<file path="src/hdl/adc_cmd_pkg.sv">
package adc_cmd_pkg;

  //////////////////////////////////////////////////////////////////////
  // Command word layout
  //////////////////////////////////////////////////////////////////////

  localparam int CMD_OP_MSB  = 31;  // Opcode field top
  localparam int CMD_OP_LSB  = 29;  // Opcode field bottom
  localparam int TRIG_BIT    = 28;  // Wait counts triggers instead of clocks
  localparam int CONT_BIT    = 27;  // Another command must follow
  localparam int COUNT_WIDTH = 26;  // Delay or trigger count in the low bits

  // Opcodes, any other code is rejected
  typedef enum logic [2:0] {
    CMD_NO_OP   = 3'b000,  // Wait only
    CMD_ADC_RD  = 3'b010,  // Read all channels once, wait in parallel
    CMD_SET_ORD = 3'b100,  // Load sample order, 3 bits per slot
    CMD_CANCEL  = 3'b111   // Drop a pending wait
  } cmd_op_t;

  //////////////////////////////////////////////////////////////////////
  // Sequencer states
  //////////////////////////////////////////////////////////////////////

  typedef enum logic [2:0] {
    S_IDLE,
    S_DELAY,      // Counting clocks
    S_TRIG_WAIT,  // Counting triggers
    S_ADC_RD,     // Nine frames on the bus
    S_ERROR       // Halted until reset
  } seq_state_t;

  typedef logic [31:0] cmd_word_t;   // From the command buffer
  typedef logic [31:0] data_word_t;  // Two samples, earlier one low

endpackage

</file>
<file path="src/hdl/adc_spi_pkg.sv">
package adc_spi_pkg;

  //////////////////////////////////////////////////////////////////////
  // ADS8168 conversion timing
  //////////////////////////////////////////////////////////////////////

  localparam int T_CONV_NS  = 660;         // Conversion time
  localparam int T_CYCLE_NS = 1000;        // Minimum throughput period
  localparam int SPI_CLK_HZ = 20_000_000;  // Bit clock, also the system clock

  // Round up to whole clocks, clock taken in MHz so the product fits an int
  localparam int N_CONV_CYCLES  = (T_CONV_NS * (SPI_CLK_HZ / 1_000_000) + 999) / 1000;
  localparam int N_CYCLE_CYCLES = (T_CYCLE_NS * (SPI_CLK_HZ / 1_000_000) + 999) / 1000;

  localparam int OTF_FRAME_BITS = 16;  // One on-the-fly request per frame

  // Longer of conversion time and what is left of the cycle after the frame
  localparam int N_CS_MIN_GAP =
    (N_CONV_CYCLES > N_CYCLE_CYCLES - OTF_FRAME_BITS) ? N_CONV_CYCLES
                                                      : N_CYCLE_CYCLES - OTF_FRAME_BITS;
  // Chip select high time between frames, never under 3 clocks
  localparam int N_CS_HIGH_CYCLES = (N_CS_MIN_GAP > 3) ? N_CS_MIN_GAP : 3;

  //////////////////////////////////////////////////////////////////////
  // Channels and frame format
  //////////////////////////////////////////////////////////////////////

  localparam int N_CHANNELS = 8;

  // On-the-fly sample request, goes ahead of the channel number
  localparam logic [1:0] OTF_REQ_PREFIX = 2'b10;

  typedef logic [OTF_FRAME_BITS-1:0]    adc_sample_t;   // One MISO word
  typedef logic [$clog2(N_CHANNELS)-1:0] adc_channel_t; // Channel number

endpackage
</file>
<file path="src/hdl/ads816x_ctrl_top.sv">
module ads816x_ctrl_top (
  input  logic                    clk,
  input  logic                    resetn,
  input  adc_cmd_pkg::cmd_word_t  cmd_word,
  input  logic                    cmd_buf_empty,
  output logic                    cmd_word_rd_en,
  input  logic                    trigger,
  output logic                    waiting_for_trig,
  output adc_cmd_pkg::data_word_t data_word,
  output logic                    data_word_wr_en,
  input  logic                    data_buf_full,
  output logic                    setup_done,
  output logic                    bad_cmd,
  output logic                    cmd_buf_underflow,
  output logic                    data_buf_overflow,
  output logic                    unexp_trig,
  output logic                    delay_too_short,
  output logic                    n_cs,
  output logic                    mosi,
  input  logic                    miso
);

  import adc_spi_pkg::*;

  logic         frame_start;
  logic         frame_done;
  adc_channel_t frame_channel;
  logic         read_start;
  adc_sample_t  word;
  logic         word_valid;

  // Command side, owns four of the five flags
  adc_cmd_sequencer seq0 (
    .clk, .resetn, .cmd_word, .cmd_buf_empty, .trigger, .frame_done,
    .halt (data_buf_overflow),  // Packer overflow stops the sequencer too
    .cmd_word_rd_en, .frame_start, .frame_channel, .read_start, .waiting_for_trig,
    .setup_done, .bad_cmd, .cmd_buf_underflow, .unexp_trig, .delay_too_short
  );

  // MOSI framing
  spi_frame_tx tx0 (
    .clk, .resetn, .frame_start, .frame_channel, .n_cs, .mosi, .frame_done
  );

  // MISO capture, reply belongs to the previous frame
  spi_word_rx rx0 (
    .clk, .resetn, .n_cs, .miso, .word, .word_valid
  );

  sample_pair_packer pack0 (
    .clk, .resetn, .read_start, .word, .word_valid, .data_buf_full,
    .data_word, .data_word_wr_en, .data_buf_overflow
  );

endmodule

</file>
<file path="src/hdl/sample_pair_packer.sv">
module sample_pair_packer (
  input  logic                     clk,
  input  logic                     resetn,
  input  logic                     read_start,
  input  adc_spi_pkg::adc_sample_t word,
  input  logic                     word_valid,
  input  logic                     data_buf_full,
  output adc_cmd_pkg::data_word_t  data_word,
  output logic                     data_word_wr_en,
  output logic                     data_buf_overflow
);

  import adc_spi_pkg::*;

  adc_sample_t low_sample;  // Earlier sample of the pair
  logic        skip_word;   // Next word is the stale reply from before the read
  logic        have_low;    // low_sample holds a sample
  logic        pair_ready;  // Full pair in data_word

  always_ff @(posedge clk) begin
    if (!resetn) begin
      skip_word  <= 1'b0;
      have_low   <= 1'b0;
      pair_ready <= 1'b0;
    end else begin
      pair_ready <= 1'b0;
      if (read_start) begin
        skip_word <= 1'b1;
        have_low  <= 1'b0;
      end else if (word_valid) begin
        if (skip_word) begin
          skip_word <= 1'b0;        // Drop it
        end else begin
          have_low   <= !have_low;
          pair_ready <= have_low;   // Second of two
        end
      end
    end
  end

  // Pair assembly
  always_ff @(posedge clk) begin
    if (word_valid && !skip_word) begin
      if (have_low) data_word <= {word, low_sample};  // Later sample on top
      else low_sample <= word;
    end
  end

  // Full buffer at write time is an overflow, the pair is lost
  assign data_word_wr_en = pair_ready && !data_buf_full && !data_buf_overflow;

  always_ff @(posedge clk) begin
    if (!resetn) data_buf_overflow <= 1'b0;
    else if (pair_ready && data_buf_full) data_buf_overflow <= 1'b1;
  end

endmodule

</file>
<file path="src/hdl/spi_word_rx.sv">
module spi_word_rx (
  input  logic                     clk,
  input  logic                     resetn,
  input  logic                     n_cs,
  input  logic                     miso,
  output adc_spi_pkg::adc_sample_t word,
  output logic                     word_valid
);

  import adc_spi_pkg::*;

  logic n_cs_q;  // Chip select one clock back

  //////////////////////////////////////////////////////////////////////
  // MISO capture
  //////////////////////////////////////////////////////////////////////

  always_ff @(posedge clk) begin
    if (!resetn) begin
      n_cs_q <= 1'b1;  // Bus idle, no false edge out of reset
    end else begin
      n_cs_q <= n_cs;
    end
  end

  // One bit per low cycle, MSB arrives first
  always_ff @(posedge clk) begin
    if (!n_cs) begin
      word <= {word[OTF_FRAME_BITS-2:0], miso};
    end
  end

  // Word complete on the cycle chip select comes back high
  assign word_valid = n_cs && !n_cs_q;

endmodule

</file>
<file path="src/hdl/spi_frame_tx.sv">
module spi_frame_tx (
  input  logic                      clk,
  input  logic                      resetn,
  input  logic                      frame_start,
  input  adc_spi_pkg::adc_channel_t frame_channel,
  output logic                      n_cs,
  output logic                      mosi,
  output logic                      frame_done
);

  import adc_spi_pkg::*;

  logic [$clog2(N_CS_HIGH_CYCLES)-1:0] cs_timer;   // Conversion gap countdown
  logic                                cs_wait;    // Gap running
  logic [$clog2(OTF_FRAME_BITS)-1:0]   bit_cnt;    // Bits left in the frame
  adc_sample_t                         req_shift;  // Request, MSB on the wire

  // Chip select sequencing
  // n_cs falls N_CS_HIGH_CYCLES after the frame_start cycle, stays low 16 clocks
  always_ff @(posedge clk) begin
    if (!resetn) begin
      cs_wait    <= 1'b0;
      cs_timer   <= '0;
      n_cs       <= 1'b1;
      bit_cnt    <= '0;
      frame_done <= 1'b0;
    end else begin
      frame_done <= 1'b0;
      if (frame_start) begin
        cs_wait  <= 1'b1;
        cs_timer <= $bits(cs_timer)'(N_CS_HIGH_CYCLES - 2);  // Start cycle plus load edge
      end else if (cs_wait) begin
        if (cs_timer == '0) begin
          cs_wait <= 1'b0;
          n_cs    <= 1'b0;                                   // Open the frame
          bit_cnt <= $bits(bit_cnt)'(OTF_FRAME_BITS - 1);
        end else begin
          cs_timer <= cs_timer - 1'b1;
        end
      end else if (!n_cs) begin
        if (bit_cnt == '0) begin
          n_cs       <= 1'b1;                                // Close, conversion starts
          frame_done <= 1'b1;
        end else begin
          bit_cnt <= bit_cnt - 1'b1;
        end
      end
    end
  end

  // Request shift register
  always_ff @(posedge clk) begin
    if (!resetn) begin
      req_shift <= '0;
    end else if (frame_start) begin
      req_shift <= {OTF_REQ_PREFIX, frame_channel,
                    {(OTF_FRAME_BITS - $bits(OTF_REQ_PREFIX) - $bits(adc_channel_t)){1'b0}}};
    end else if (!n_cs) begin
      req_shift <= {req_shift[OTF_FRAME_BITS-2:0], 1'b0};   // Next bit each low cycle
    end
  end

  assign mosi = req_shift[OTF_FRAME_BITS-1];

endmodule

</file>
<file path="src/hdl/adc_cmd_sequencer.sv">
module adc_cmd_sequencer (
  input  logic                      clk,
  input  logic                      resetn,
  input  adc_cmd_pkg::cmd_word_t    cmd_word,
  input  logic                      cmd_buf_empty,
  input  logic                      trigger,
  input  logic                      frame_done,
  input  logic                      halt,
  output logic                      cmd_word_rd_en,
  output logic                      frame_start,
  output adc_spi_pkg::adc_channel_t frame_channel,
  output logic                      read_start,
  output logic                      waiting_for_trig,
  output logic                      setup_done,
  output logic                      bad_cmd,
  output logic                      cmd_buf_underflow,
  output logic                      unexp_trig,
  output logic                      delay_too_short
);

  import adc_spi_pkg::*;
  import adc_cmd_pkg::*;

  seq_state_t             state;
  seq_state_t             cmd_state;     // Where the queued command leads
  cmd_op_t                op;
  logic [COUNT_WIDTH-1:0] cmd_field;
  logic [COUNT_WIDTH-1:0] delay_cnt;
  logic [COUNT_WIDTH-1:0] trig_cnt;
  logic                   wait_trig;     // Latched TRIG_BIT of the running command
  logic                   expect_next;   // Latched CONT_BIT
  adc_channel_t           sample_order [N_CHANNELS];
  logic [3:0]             frame_idx;     // Frames issued in this read
  logic known_op, cmd_done, accept, accept_read, loads_wait, cancel_wait;
  logic trig_hit, delay_hit, wait_hit, last_frame, next_frame, read_fin;
  logic bad_evt, underflow_evt, delay_evt, unexp_evt, fault;

  //////////////////////////////////////////////////////////////////////
  // Command decode and completion
  //////////////////////////////////////////////////////////////////////

  assign op        = cmd_op_t'(cmd_word[CMD_OP_MSB:CMD_OP_LSB]);
  assign cmd_field = cmd_word[COUNT_WIDTH-1:0];

  assign trig_hit   = (trig_cnt == '0) || (trigger && trig_cnt == COUNT_WIDTH'(1)); // Last trigger
  assign delay_hit  = (delay_cnt == '0);
  assign wait_hit   = wait_trig ? trig_hit : delay_hit;
  assign last_frame = (frame_idx == 4'(N_CHANNELS + 1));  // Extra frame clocks out the last reply
  assign next_frame = (state == S_ADC_RD) && frame_done && !last_frame;
  assign read_fin   = (state == S_ADC_RD) && frame_done && last_frame;

  always_comb begin
    case (state)
      S_IDLE:               cmd_done = !cmd_buf_empty;
      S_DELAY, S_TRIG_WAIT: cmd_done = wait_hit;
      S_ADC_RD:             cmd_done = read_fin && wait_hit;  // Read and wait both over
      default:              cmd_done = 1'b0;
    endcase
  end

  always_comb begin
    known_op = 1'b1;
    case (op)
      CMD_NO_OP:   cmd_state = cmd_word[TRIG_BIT] ? S_TRIG_WAIT : S_DELAY;
      CMD_ADC_RD:  cmd_state = S_ADC_RD;
      CMD_SET_ORD,
      CMD_CANCEL:  cmd_state = S_IDLE;
      default: begin
        cmd_state = S_ERROR;
        known_op  = 1'b0;
      end
    endcase
  end

  assign accept      = cmd_done && !cmd_buf_empty;
  assign accept_read = accept && (op == CMD_ADC_RD);
  assign loads_wait  = accept && (op == CMD_NO_OP || op == CMD_ADC_RD);
  // Cancel may jump the queue while a wait is pending
  assign cancel_wait = (state == S_DELAY || state == S_TRIG_WAIT)
                       && !cmd_buf_empty && (op == CMD_CANCEL);
  assign cmd_word_rd_en   = accept || cancel_wait;
  assign waiting_for_trig = (state == S_TRIG_WAIT);

  // Error events
  assign bad_evt       = accept && !known_op;
  assign underflow_evt = cmd_done && cmd_buf_empty && expect_next;
  assign delay_evt     = (state == S_ADC_RD) && !read_fin && !wait_trig && delay_hit;
  assign unexp_evt     = (state != S_TRIG_WAIT) && (state != S_ERROR)
                         && trigger && (trig_cnt == '0);
  assign fault = bad_evt || underflow_evt || delay_evt || unexp_evt || halt;

  always_ff @(posedge clk) begin
    if (!resetn) state <= S_IDLE;
    else if (fault) state <= S_ERROR;              // Stuck here until reset
    else if (cancel_wait) state <= S_IDLE;
    else if (accept) state <= cmd_state;
    else if (cmd_done) state <= S_IDLE;            // Finished, nothing queued
    else if (read_fin) state <= wait_trig ? S_TRIG_WAIT : S_DELAY;  // Wait outlasts read
  end

  always_ff @(posedge clk) begin
    if (!resetn || cancel_wait) begin
      wait_trig   <= 1'b0;
      expect_next <= 1'b0;
    end else if (accept) begin
      wait_trig   <= loads_wait && cmd_word[TRIG_BIT];
      expect_next <= loads_wait && cmd_word[CONT_BIT];
    end
  end

  //////////////////////////////////////////////////////////////////////
  // Delay and trigger counters
  //////////////////////////////////////////////////////////////////////

  always_ff @(posedge clk) begin
    if (!resetn || cancel_wait || state == S_ERROR) begin
      delay_cnt <= '0;
      trig_cnt  <= '0;
    end else if (loads_wait) begin
      delay_cnt <= cmd_word[TRIG_BIT] ? '0 : cmd_field;
      trig_cnt  <= cmd_word[TRIG_BIT] ? cmd_field : '0;
    end else begin
      if (!delay_hit) delay_cnt <= delay_cnt - 1'b1;                 // Every clock
      if (trigger && trig_cnt != '0) trig_cnt <= trig_cnt - 1'b1;    // Per trigger
    end
  end

  //////////////////////////////////////////////////////////////////////
  // Sample order and frame scheduling
  //////////////////////////////////////////////////////////////////////

  always_ff @(posedge clk) begin
    if (!resetn) begin
      for (int i = 0; i < N_CHANNELS; i++) sample_order[i] <= adc_channel_t'(i); // Identity
    end else if (accept && op == CMD_SET_ORD) begin
      for (int i = 0; i < N_CHANNELS; i++) begin
        sample_order[i] <= cmd_word[$bits(adc_channel_t)*i +: $bits(adc_channel_t)];
      end
    end
  end

  always_ff @(posedge clk) begin
    if (!resetn) begin
      frame_idx   <= '0;
      frame_start <= 1'b0;
      read_start  <= 1'b0;
      setup_done  <= 1'b0;
    end else begin
      setup_done  <= 1'b1;
      frame_start <= (accept_read || next_frame) && !fault;  // A cycle after frame_done
      read_start  <= accept_read && !fault;
      if (accept_read) frame_idx <= 4'd1;
      else if (next_frame) frame_idx <= frame_idx + 1'b1;
    end
  end

  // Channel for the frame about to start, filler channel 0 on the last one
  always_ff @(posedge clk) begin
    if (accept_read) begin
      frame_channel <= sample_order[0];
    end else if (next_frame) begin
      frame_channel <= (frame_idx < 4'(N_CHANNELS)) ? sample_order[adc_channel_t'(frame_idx)]
                                                    : '0;
    end
  end

  // Sticky flags
  always_ff @(posedge clk) begin
    if (!resetn) begin
      bad_cmd           <= 1'b0;
      cmd_buf_underflow <= 1'b0;
      unexp_trig        <= 1'b0;
      delay_too_short   <= 1'b0;
    end else begin
      if (bad_evt)       bad_cmd           <= 1'b1;
      if (underflow_evt) cmd_buf_underflow <= 1'b1;
      if (unexp_evt)     unexp_trig        <= 1'b1;
      if (delay_evt)     delay_too_short   <= 1'b1;
    end
  end

endmodule

</file>
<file path="config.mk">
export PLATFORM = sky130hd
export DESIGN_NAME = ads816x_ctrl_top
export DESIGN_NICKNAME = d
export VERILOG_FILES = /design/src/hdl/adc_cmd_pkg.sv /design/src/hdl/adc_spi_pkg.sv /design/src/hdl/ads816x_ctrl_top.sv /design/src/hdl/sample_pair_packer.sv /design/src/hdl/spi_word_rx.sv /design/src/hdl/spi_frame_tx.sv /design/src/hdl/adc_cmd_sequencer.sv
export SDC_FILE = /design/constraint.sdc
export NUM_CORES = 1
export LEC_CHECK = 0
export CAP_MARGIN = 15
export CORE_MARGIN = 1.5
export CORE_UTILIZATION = 57
export DETAILED_ROUTE_END_ITERATION = 6
export DONT_BUFFER_PORTS = 1
export PLACE_DENSITY_LB_ADDON = 0.15
export SKIP_LAST_GASP = 1
export SYNTH_ARGS = -nofsm -noshare
export SYNTH_HDL_FRONTEND = slang
export SYNTH_SLANG_ARGS = --single-unit
</file>
<file path="constraint.sdc">
create_clock -name clk -period 4.69 [get_ports clk]
set_clock_uncertainty 0.15 [all_clocks]
set_input_delay 1.407 -clock clk [delete_from_list [all_inputs] [get_ports clk]]
set_output_delay 1.407 -clock clk [all_outputs]
set_load 0.005 [all_outputs]
</file>
After elaboration in Yosys (flattened, before gate mapping)
Memories as Yosys holds them, arrays and structs flattened.
Cells that the tools add are included.
{"block": "totals", "register_bits": 156, "ramBits": 24, "inputBits": 38, "out_inout_bits": 43, "word_cells": 205, "mem_count": 1}
{"block": "op_classes", "add_sub_neg": 5, "magnitude_cmp": 1, "n_eq_ne": 17, "n_mux": 53, "n_bitwise": 14, "reduce_logical": 82}
{"name": "seq0.sample_order", "depth": 8, "width": 3, "rd": 2, "rd_ports_with_merged_regs": 0, "write_ports": 8, "line": "adc_cmd_sequencer.sv:32", "rtl": "adc_channel_t sample_order [N_CHANNELS];"}
{"cell": "$mux W26", "count": 6}
{"cell": "$logic_not A26 Y1", "count": 2}
{"cell": "$sub A26 B1 Y26 const B", "count": 2}
{"cell": "$mux W3", "count": 16}
{"cell": "$mux W16", "count": 2}
{"cell": "$logic_and A1 B1 Y1", "count": 30}
{"cell": "$mux W4", "count": 7}
{"cell": "$eq A26 B1 Y1 const B", "count": 1}
{"cell": "$reduce_bool A26 Y1", "count": 1}
{"cell": "$mux W1", "count": 18}
{"cell": "$logic_not A1 Y1", "count": 12}
{"cell": "$reduce_and A2 Y1", "count": 6}
{"cell": "$reduce_or A4 Y1", "count": 3}
{"cell": "$logic_or A1 B1 Y1", "count": 11}
{"cell": "$reduce_or A2 Y1", "count": 5}
{"cell": "$eq A3 B2 Y1 const B", "count": 3}
{"cell": "$eq A3 B3 Y1 const B", "count": 3}
{"cell": "$pmux W3 S3", "count": 1}
{"cell": "$logic_not A4 Y1", "count": 2}
{"cell": "$ne A2 B2 Y1 const B", "count": 4}
{"cell": "$or A1 B1 Y1", "count": 8}
{"cell": "$reduce_bool A2 Y1", "count": 4}
{"cell": "$sub A4 B1 Y4 const B", "count": 2}
{"cell": "$logic_not A3 Y1", "count": 2}
{"cell": "14 further kinds", "count": 21}

Depth between registers and ports, before layout
Gate-level depths: netlist of run 1.
{"block": "depth", "word_depth": 14, "depth_mapped": 11, "ltp_nobuf": 9}

By module
From an unflattened synthesis of run 1, not the netlist that was laid out.
{"block": "hier_totals", "hier_cells": 771, "area_unflattened_um2": 8416.8}
{"module": "adc_cmd_sequencer", "n_inst": 1, "cells_each": 605, "area_each_um2": 5526.6, "seq_area_each_um2": 2172.1}
{"module": "sample_pair_packer", "n_inst": 1, "cells_each": 63, "area_each_um2": 1614.0, "seq_area_each_um2": 1521.5}
{"module": "spi_frame_tx", "n_inst": 1, "cells_each": 83, "area_each_um2": 752.0, "seq_area_each_um2": 320.3}
{"module": "spi_word_rx", "n_inst": 1, "cells_each": 20, "area_each_um2": 524.3, "seq_area_each_um2": 500.5}

Least setup slack after synthesis of run 1
Ideal clock, no wire load.
{"block": "synth_timing", "path_kind": "input-to-reg", "start": "in trigger", "end": "mem seq0.sample_order[0][0] in the netlist's numbering (enable)", "setup_ps": 438, "arrival_ps": 4321, "t_required_ps": 4102, "setup_slack_ps": -219, "stages": 7, "path_buffers": 1, "path_cell_list": "clkbuf_1 -> a21oi_1 -> nor4b_1 -> nand3_1 -> a21oi_1 -> o21bai_1 -> o21ai_0"}
{"element": "start, declared", "line": "ads816x_ctrl_top.sv:7", "rtl": "input logic trigger,"}
{"element": "end, declared", "line": "adc_cmd_sequencer.sv:32"}

Final worst setup path of run 1
{"block": "layout_timing", "start": "reg seq0.delay_cnt[8]", "end": "out cmd_word_rd_en"}
{"block": "layout_between", "elab_chain_cells": 6}
{"element": "start, declared", "line": "adc_cmd_sequencer.sv:28", "rtl": "logic [COUNT_WIDTH-1:0] delay_cnt;"}
{"element": "start signal, assigned", "line": "adc_cmd_sequencer.sv:120", "rtl": "delay_cnt <= cmd_word[TRIG_BIT] ? '0 : cmd_field;"}
{"element": "start signal, assigned", "line": "adc_cmd_sequencer.sv:123", "rtl": "if (!delay_hit) delay_cnt <= delay_cnt - 1'b1;"}
{"element": "$logic_not A26 Y1 *", "line": "adc_cmd_sequencer.sv:46", "rtl": "assign delay_hit = (delay_cnt == '0);"}
{"element": "$mux W1 *", "line": "adc_cmd_sequencer.sv:47", "rtl": "assign wait_hit = wait_trig ? trig_hit : delay_hit;"}
{"element": "$logic_and A1 B1 Y1", "line": "adc_cmd_sequencer.sv:56", "rtl": "S_ADC_RD: cmd_done = read_fin && wait_hit;"}
{"element": "$pmux W1 S3 *", "line": "adc_cmd_sequencer.sv:53", "rtl": "case (state)"}
{"element": "$logic_and A1 B1 Y1 *", "line": "adc_cmd_sequencer.sv:75", "rtl": "assign accept = cmd_done && !cmd_buf_empty;"}
{"element": "$logic_or A1 B1 Y1 *", "line": "adc_cmd_sequencer.sv:81", "rtl": "assign cmd_word_rd_en = accept || cancel_wait;"}
{"element": "end, declared", "line": "ads816x_ctrl_top.sv:6", "rtl": "output logic cmd_word_rd_en,"}
Mark *: on every way between the ends. The rest lies on a longest branch, timed or not.

==> key figures, run 1 <==
Final layout
  – Number of nets in the layout: about 760
  – Layout area overhead: 9.170%
  – Layout fillers: between 1,000 and 1,500
  – End-of-flow core utilization: 0.6458
  – Fraction of layout cells with a size suffix above 1: 0.1177
  – Number of diodes: 0

Power
  – Flop pwr share: 0.397
  – Clock power frac: 0.276
  – Net Sw Frac: 0.3676
  – Switch Pwr: ~1.9 mW
  – LEAKAGE: around 3.0 nW
  – Pwr per Cell Area: around 600 mW/mm2
  – Combinational share of power: 0.327
  – Int Pwr: 3.295 mW
  – Worst IR Drop VDD: around 0.42 mV

Die
  – Initial cell density of the core: 0.5916
  – Io pins: 81
  – DIE AREA: between 0.01 and 0.015 mm2
  – Die height: between 100 and 150 um
  – Core Rows: 42
  – Core area: 0.01340 mm2
  – Die width: approximately 120 um

Logic synthesis
  – Ys async rst share: 0
  – Synthesized instance count: between 700 and 800
  – Register area share after synthesis: 0.5694
  – Largest area contributor in the netlist: edfxtp_1
  – Post-synth top flop: edfxtp_1
  – Post-Syn Area: around 0.0079 mm2
  – Distinct cell type count after synthesis: 63
  – Average size of a mapped cell: between 10 and 15 um2
  – Syn_nets: roughly 770
  – Top cells by area, synth: edfxtp_1 34%, dfxtp_1 22%, a21oi_1 3.9%, nand3_1 3.3%, xnor2_1 3.0%
  – Count leader, synth: edfxtp_1
  – Top cell type's share of synthesized area: 0.3447
  – #FFs+latches synth: 180
  – Ys Warns: 0
  – EDFF count, synth: 91
  – Commonest cells in the netlist: 91 x edfxtp_1, 89 x dfxtp_1, 61 x a21oi_1, 60 x nor2_1, 52 x nand3_1

Place
  – Setup slack at placement: roughly 450 ps
  – Final GP Congestion: just under 0.9
  – IO buf count: 0
  – Dpl hpwl: between 10 and 15 mm

Global routing
  – Largest net degree at the start of global routing: 67
  – Overflow after GRT: 0
  – Vias in the first global route: 5,322
  – Initial antenna violation count: 0
  – GRT Resource Usage Total: 0.2483
  – Wire length of the first global-routing pass: between 20 and 30 mm

Setup path
  – Setup Crit Path Kind: flop to output port
  – Critical path startpoint category: flop
  – Crit path required time: 3130 ps
  – CP Capture Type: output port
  – Worst reg-to-reg path cell count: 8
  – Reg2Reg Setup Slack: 1020 ps
  – R2R Path End: seq0.delay_cnt[22]
  – CP Max Fanout: 5
  – Launch point of the worst reg-to-reg path: seq0.delay_cnt[18]
  – Arr. time, crit path: ~2800 ps

Clocking
  – Clk root buf: clkbuf_16
  – Clock Path Buffers: 2
  – Post-cts resize count: 0
  – Clk slew on worst S/H paths: around 80 ps
  – Max H-tree Level: 4
  – Clock sinks: between 150 and 200
  – Worst-skew pair later-pin latency: around 440 ps
  – Postcts setup bufs: 0
  – Total CTS buffers: 17
  – CTS tree: yes
  – Hold Buf Count CTS: 0

Detailed routing
  – Remaining antenna violation count: 0
  – Wire length per cell: roughly 19 um
  – First-pass DRT Iterations: 5
  – Via count: roughly 5,400
  – Final WL: 17.26 mm
  – Vias per cell: between 6 and 7
  – Drt drc: 0
  – Initial DRC Count: 483

Timing
  – Tmin final: 4337 ps
  – Final setup violation count: 0
  – Setup TNS: 0 ps
  – FMAX: about 0.23 GHz
  – Rel. slew slack: 0.3251
  – Worst setup margin: between 300 and 400 ps
  – Setup repair after global routing missed its margin: false
  – Final period utilization: 0.9246
  – Final Slew Violations: 0
  – Endpoints failing hold: 0
  – Worst Tran Pin Value: a little over 1000 ps

Hold path
  – Hold depth: 0
  – Hold Path Origin: pack0.low_sample[4]
  – Worst hold path class: flop to flop
  – Hold Crit Endpoint: pack0.data_word[4]

Run
  – Max_cap viols: 0

Run status
  – Outcome: finished, final reports clean
==> cell usage in the layout (no fill, tap or decap), types with 4 or more instances in the layout <==
cell and instances:
or4_1 12, mux2i_1 8, buf_4 9, a21oi_1 61, nand3_1 52, inv_1 18, nor3_1 22, edfxtp_1 91
nand2_1 44, nor3b_1 5, ha_1 8, a21oi_2 11, nor4_1 10, dfxtp_1 89, nand2b_1 15, clkbuf_16 17
a211oi_2 8, clkinv_8 6, a21o_1 4, or3_1 11, xnor2_1 27, nand4_1 7, and2_1 16, a211oi_1 11
mux4_2 6, xor2_1 22, nor2_1 60
==> routing by layer <==
layer | track usage | up-vias | routed length (um)
li1 | - | 2608 | -
met1 | 0.3058 | 2642 | 7323
met2 | 0.4080 | 165 | 8443
met3 | 0.08318 | 27 | 1205
met4 | 0.09044 | 0 | 289
met5 | 0 | - | 0
==> state kept, by name (all words and copies together), names as in the netlist, 3 cells and up <==
register	cells
pack0.data_word	32
rx0.word	16
seq0.trig_cnt	26
pack0.low_sample	16
tx0.cs_timer	4
seq0.state	3
seq0.frame_idx	4
seq0.sample_order	24
seq0.delay_cnt	26
tx0.req_shift	5
tx0.bit_cnt	4
seq0.frame_channel	3
==> kinds of logic (layout without fill, tap and decap cells) <==
family	after synthesis	in the layout	synth area share
simple gates	277	277	0.1828
flops	180	180	0.5694
compound gates	130	130	0.1121
buf+inv	58	60	0.03472
xor+xnor	49	49	0.05413
mux	18	18	0.03425
fa+ha+maj	8	8	0.01263
==> critical path, stage by stage (launching register included) <==
cell	delay, ps
dfxtp_1	350
or4_1	610
nor3_1	430
nand4_1	250
a21oi_1	330
nor2_1	160
a21oi_1	210
==> power groups by stage <==
stage | clock (mW) | sequential (mW) | combinational [mW]
6_report | 1.44 | 2.07 | 1.70
3_5_place_dp | 0 | 2.10 | 1.67
5_1_grt | 1.52 | 2.10 | 1.89
3_3_place_gp | 0 | 2.08 | 1.63
2_1_floorplan | 0 | 2.02 | 1.45
4_1_cts | 1.46 | 2.06 | 1.69
==> per-stage QoR <==
stage | hold WS [ps] | instance area [um2] | total power, mW | cells
6_report | 274.0 | 8655 | 5.211 | 898
5_1_grt | 278.9 | 8655 | 5.503 | 898
4_1_cts | 273.2 | 8655 | 5.212 | 898
3_5_place_dp | 256.1 | 8031 | 3.771 | 866
3_3_place_gp | 250.7 | 8031 | 3.716 | 866
2_1_floorplan | 250.3 | 7928 | 3.468 | 720
==> final cells by class <==
cell class              count  area (um2)  area share
clock buffers              17       425.4     0.04915
clock inverters            15       197.7     0.02284
inverters                  19       71.32    0.008241
multi-input cells         482        3158      0.3649
flip-flops and latches    180        4514      0.5216
well taps                 176       220.2     0.02544
repair buffers              9       67.56    0.007807
==> worst max path at each step <==
| stage | start | endpoint | slack (ps) | cells past startpoint |
|---|---|---|---|---|
| after floorplan | trigger | seq0.sample_order[0][0] | 430 | 7 |
| after global placement | trigger | cmd_word_rd_en | 450 | 6 |
| after detailed placement | trigger | cmd_word_rd_en | 450 | 6 |
| after CTS | seq0.delay_cnt[8] | cmd_word_rd_en | 380 | 6 |
| after global routing | seq0.delay_cnt[0] | cmd_word_rd_en | 140 | 8 |
| final | seq0.delay_cnt[8] | cmd_word_rd_en | 350 | 6 |
No activity file was read; power rests on OpenSTA's default activity.
==> run 2: changes to the inputs <==
--- a/config.mk
+++ b/config.mk
@@ -5,6 +5,7 @@
 export SDC_FILE = /design/constraint.sdc
 export NUM_CORES = 1
 export LEC_CHECK = 0
+export ABC_AREA = 1
 export CAP_MARGIN = 15
 export CORE_MARGIN = 1.5
 export CORE_UTILIZATION = 57
==> run 2 against run 1 <==
Clock power shrank 3%. Register-to-register slack gained 560 ps. Hold slack lost 5.1 ps. Power shrank 17%. Final area grew 3.6%. Largest cell class unchanged. Highest routed layer unchanged.
==> key figures, run 2 <==
Die
  – Die height: 123.3 um
  – Io pins: 81
  – Core area: between 0.01 and 0.015 mm2
  – Die width: ~120 um
  – Initial cell density of the core: 0.5894
  – DIE AREA: between 0.015 and 0.02 mm2
  – Core Rows: 43

Clocking
  – Post-cts resize count: 0
  – CTS tree: yes
  – Worst-skew pair later-pin latency: 440 ps
  – Postcts setup bufs: 0
  – Hold Buf Count CTS: 0
  – Max H-tree Level: 4
  – Clock sinks: 180
  – Clk slew on worst S/H paths: 70 ps
  – Clk root buf: clkbuf_16
  – Total CTS buffers: 17
  – Clock Path Buffers: 2

Final layout
  – Layout area overhead: 8.710%
  – Number of diodes: 0
  – Max reg flops: 32
  – Biggest register: pack0.data_word
  – Layout Cells excl Fill: between 1,000 and 1,500
  – Number of nets in the layout: around 1,000
  – Multi-input combinational cell area: between 0.003 and 0.004 mm2
  – Layout fillers: between 1,000 and 1,500
  – Fraction of layout cells with a size suffix above 1: 0.07565
  – Top Registers: pack0.data_word (32), seq0.delay_cnt (26), seq0.trig_cnt (26)
  – Reg area: about 0.0045 mm2
  – End-of-flow core utilization: 0.6408
  – Commonest non-fill, non-tap cell in the layout: nand2_1
  – Most frequent cells in the layout: 193 x nand2_1, 114 x inv_1, 114 x nor2_1, 91 x edfxtp_1, 89 x dfxtp_1

Global routing
  – Wire length of the first global-routing pass: approximately 28 mm
  – Initial antenna violation count: 0
  – Vias in the first global route: 5,631
  – Overflow after GRT: 0
  – Largest net degree at the start of global routing: between 60 and 70
  – GRT Resource Usage Total: 0.2470

Setup path
  – Setup Crit Path Kind: primary input to output port
  – Arr. time, crit path: 2440 ps
  – CP Capture Type: output port
  – Crit path required time: between 3000 and 4000 ps
  – CP Max Fanout: 7
  – Critical path startpoint category: primary input

Logic synthesis
  – EDFF count, synth: 91
  – Largest area contributor in the netlist: edfxtp_1
  – Synthesized instance count: approximately 960
  – Commonest cells in the netlist: 193 x nand2_1, 116 x nor2_1, 114 x inv_1, 91 x edfxtp_1, 89 x dfxtp_1
  – Top cell type's share of synthesized area: 0.3314
  – Post-synth top flop: edfxtp_1
  – Ys Warns: 0
  – Count leader, synth: nand2_1
  – Syn_nets: ~1,000
  – Distinct cell type count after synthesis: 38
  – Average size of a mapped cell: approximately 8.6 um2
  – Top cells by area, synth: edfxtp_1 33%, dfxtp_1 22%, nand2_1 8.8%, nor2_1 5.3%, inv_1 5.2%
  – Register area share after synthesis: 0.5475
  – Post-Syn Area: between 0.008 and 0.009 mm2
  – #FFs+latches synth: 180
  – Ys async rst share: 0

Hold path
  – Worst hold path class: flop to flop

Place
  – Inst Count DP: 1,113
  – IO buf count: 0
  – Final GP Congestion: 0.9233
  – Dpl hpwl: around 12 mm
  – Setup slack at placement: between 700 and 800 ps

Detailed routing
  – First-pass DRT Iterations: 5
  – Wire length per cell: 15.49 um
  – Initial DRC Count: 647
  – Remaining antenna violation count: 0
  – Via count: a little over 6,000
  – Final WL: ~18 mm
  – Vias per cell: approximately 5.4
  – Drt drc: 0

Timing
  – Setup repair after global routing missed its margin: false
  – Setup TNS: 0 ps
  – Worst Tran Pin Value: just under 900 ps
  – Worst setup margin: roughly 690 ps
  – Rel. slew slack: 0.4229
  – Tmin final: about 4000 ps
  – Final period utilization: 0.8525
  – Final Slew Violations: 0
  – Endpoints failing hold: 0
  – FMAX: 0.2501 GHz
  – Final setup violation count: 0

Power
  – Power, Total: about 4.3 mW
  – Pwr per Cell Area: between 400 and 500 mW/mm2
  – Worst IR Drop VDD: ~0.29 mV
  – LEAKAGE: 3.612 nW

Run
  – Max_cap viols: 0

Run status
  – Outcome: finished, final reports clean
## run 2: final cells by class
class / instances / share of cell area
clock inverters: 15 / 0.01787
clock buffers: 17 / 0.04746
repair buffers: 8 / 0.006700
inverters: 117 / 0.04899
multi-input cells: 628 / 0.3502
flip-flops and latches: 180 / 0.5036
well taps: 180 / 0.02513
## run 2: kinds of logic after synthesis
family	synth area share
buf+inv	0.07238
xor+xnor	0.04780
simple gates	0.2182
compound gates	0.1020
fa+ha+maj	0.01214
flops	0.5475
## run 2: final timing paths
check                                          start               endpoint  slack (ps)  cells after the start
worst min-delay path            pack0.low_sample[11]    pack0.data_word[11]         270                      0
worst min register to register  pack0.low_sample[11]    pack0.data_word[11]         270                      0
worst max register to register      seq0.trig_cnt[0]  seq0.frame_channel[2]        1580                     14
worst max-delay path                         trigger         cmd_word_rd_en         690                     12
## run 2: metrics by stage
stage | instance area [um2] | hold WS [ps]
2_1_floorplan | 8245 | 250.3
3_3_place_gp | 8378 | 250.6
6_report | 8964 | 269.0
5_1_grt | 8964 | 278.6
4_1_cts | 8964 | 271.6
3_5_place_dp | 8378 | 254.5
## run 2: metal layers
metal  up-vias  track usage  part of all wire
met5         -            0                 0
met4         0       0.1092             0.028
met3        34      0.05673             0.060
met2       196       0.3906              0.47
met1      2851       0.3255              0.44
li1       3112            -                 -
## run 2: worst max-delay path, stage by stage
cell and delay (ps):
nand2_1 30, inv_1 50, nand2_1 40, nor2_1 90, nand2_1 60, nand2_1 110
nand3_1 90, nand2_1 90, nand2_2 60, nand2_4 100, nand3_1 150, nand2_1 170
## run 2: where the power goes
part | internal, mW | leakage, nW | switching (mW)
clock | 0.714 | 0.289 | 0.675
combinational | 0.409 | 1.78 | 0.662
sequential | 1.77 | 1.55 | 0.107
total | 2.90 | 3.61 | 1.44
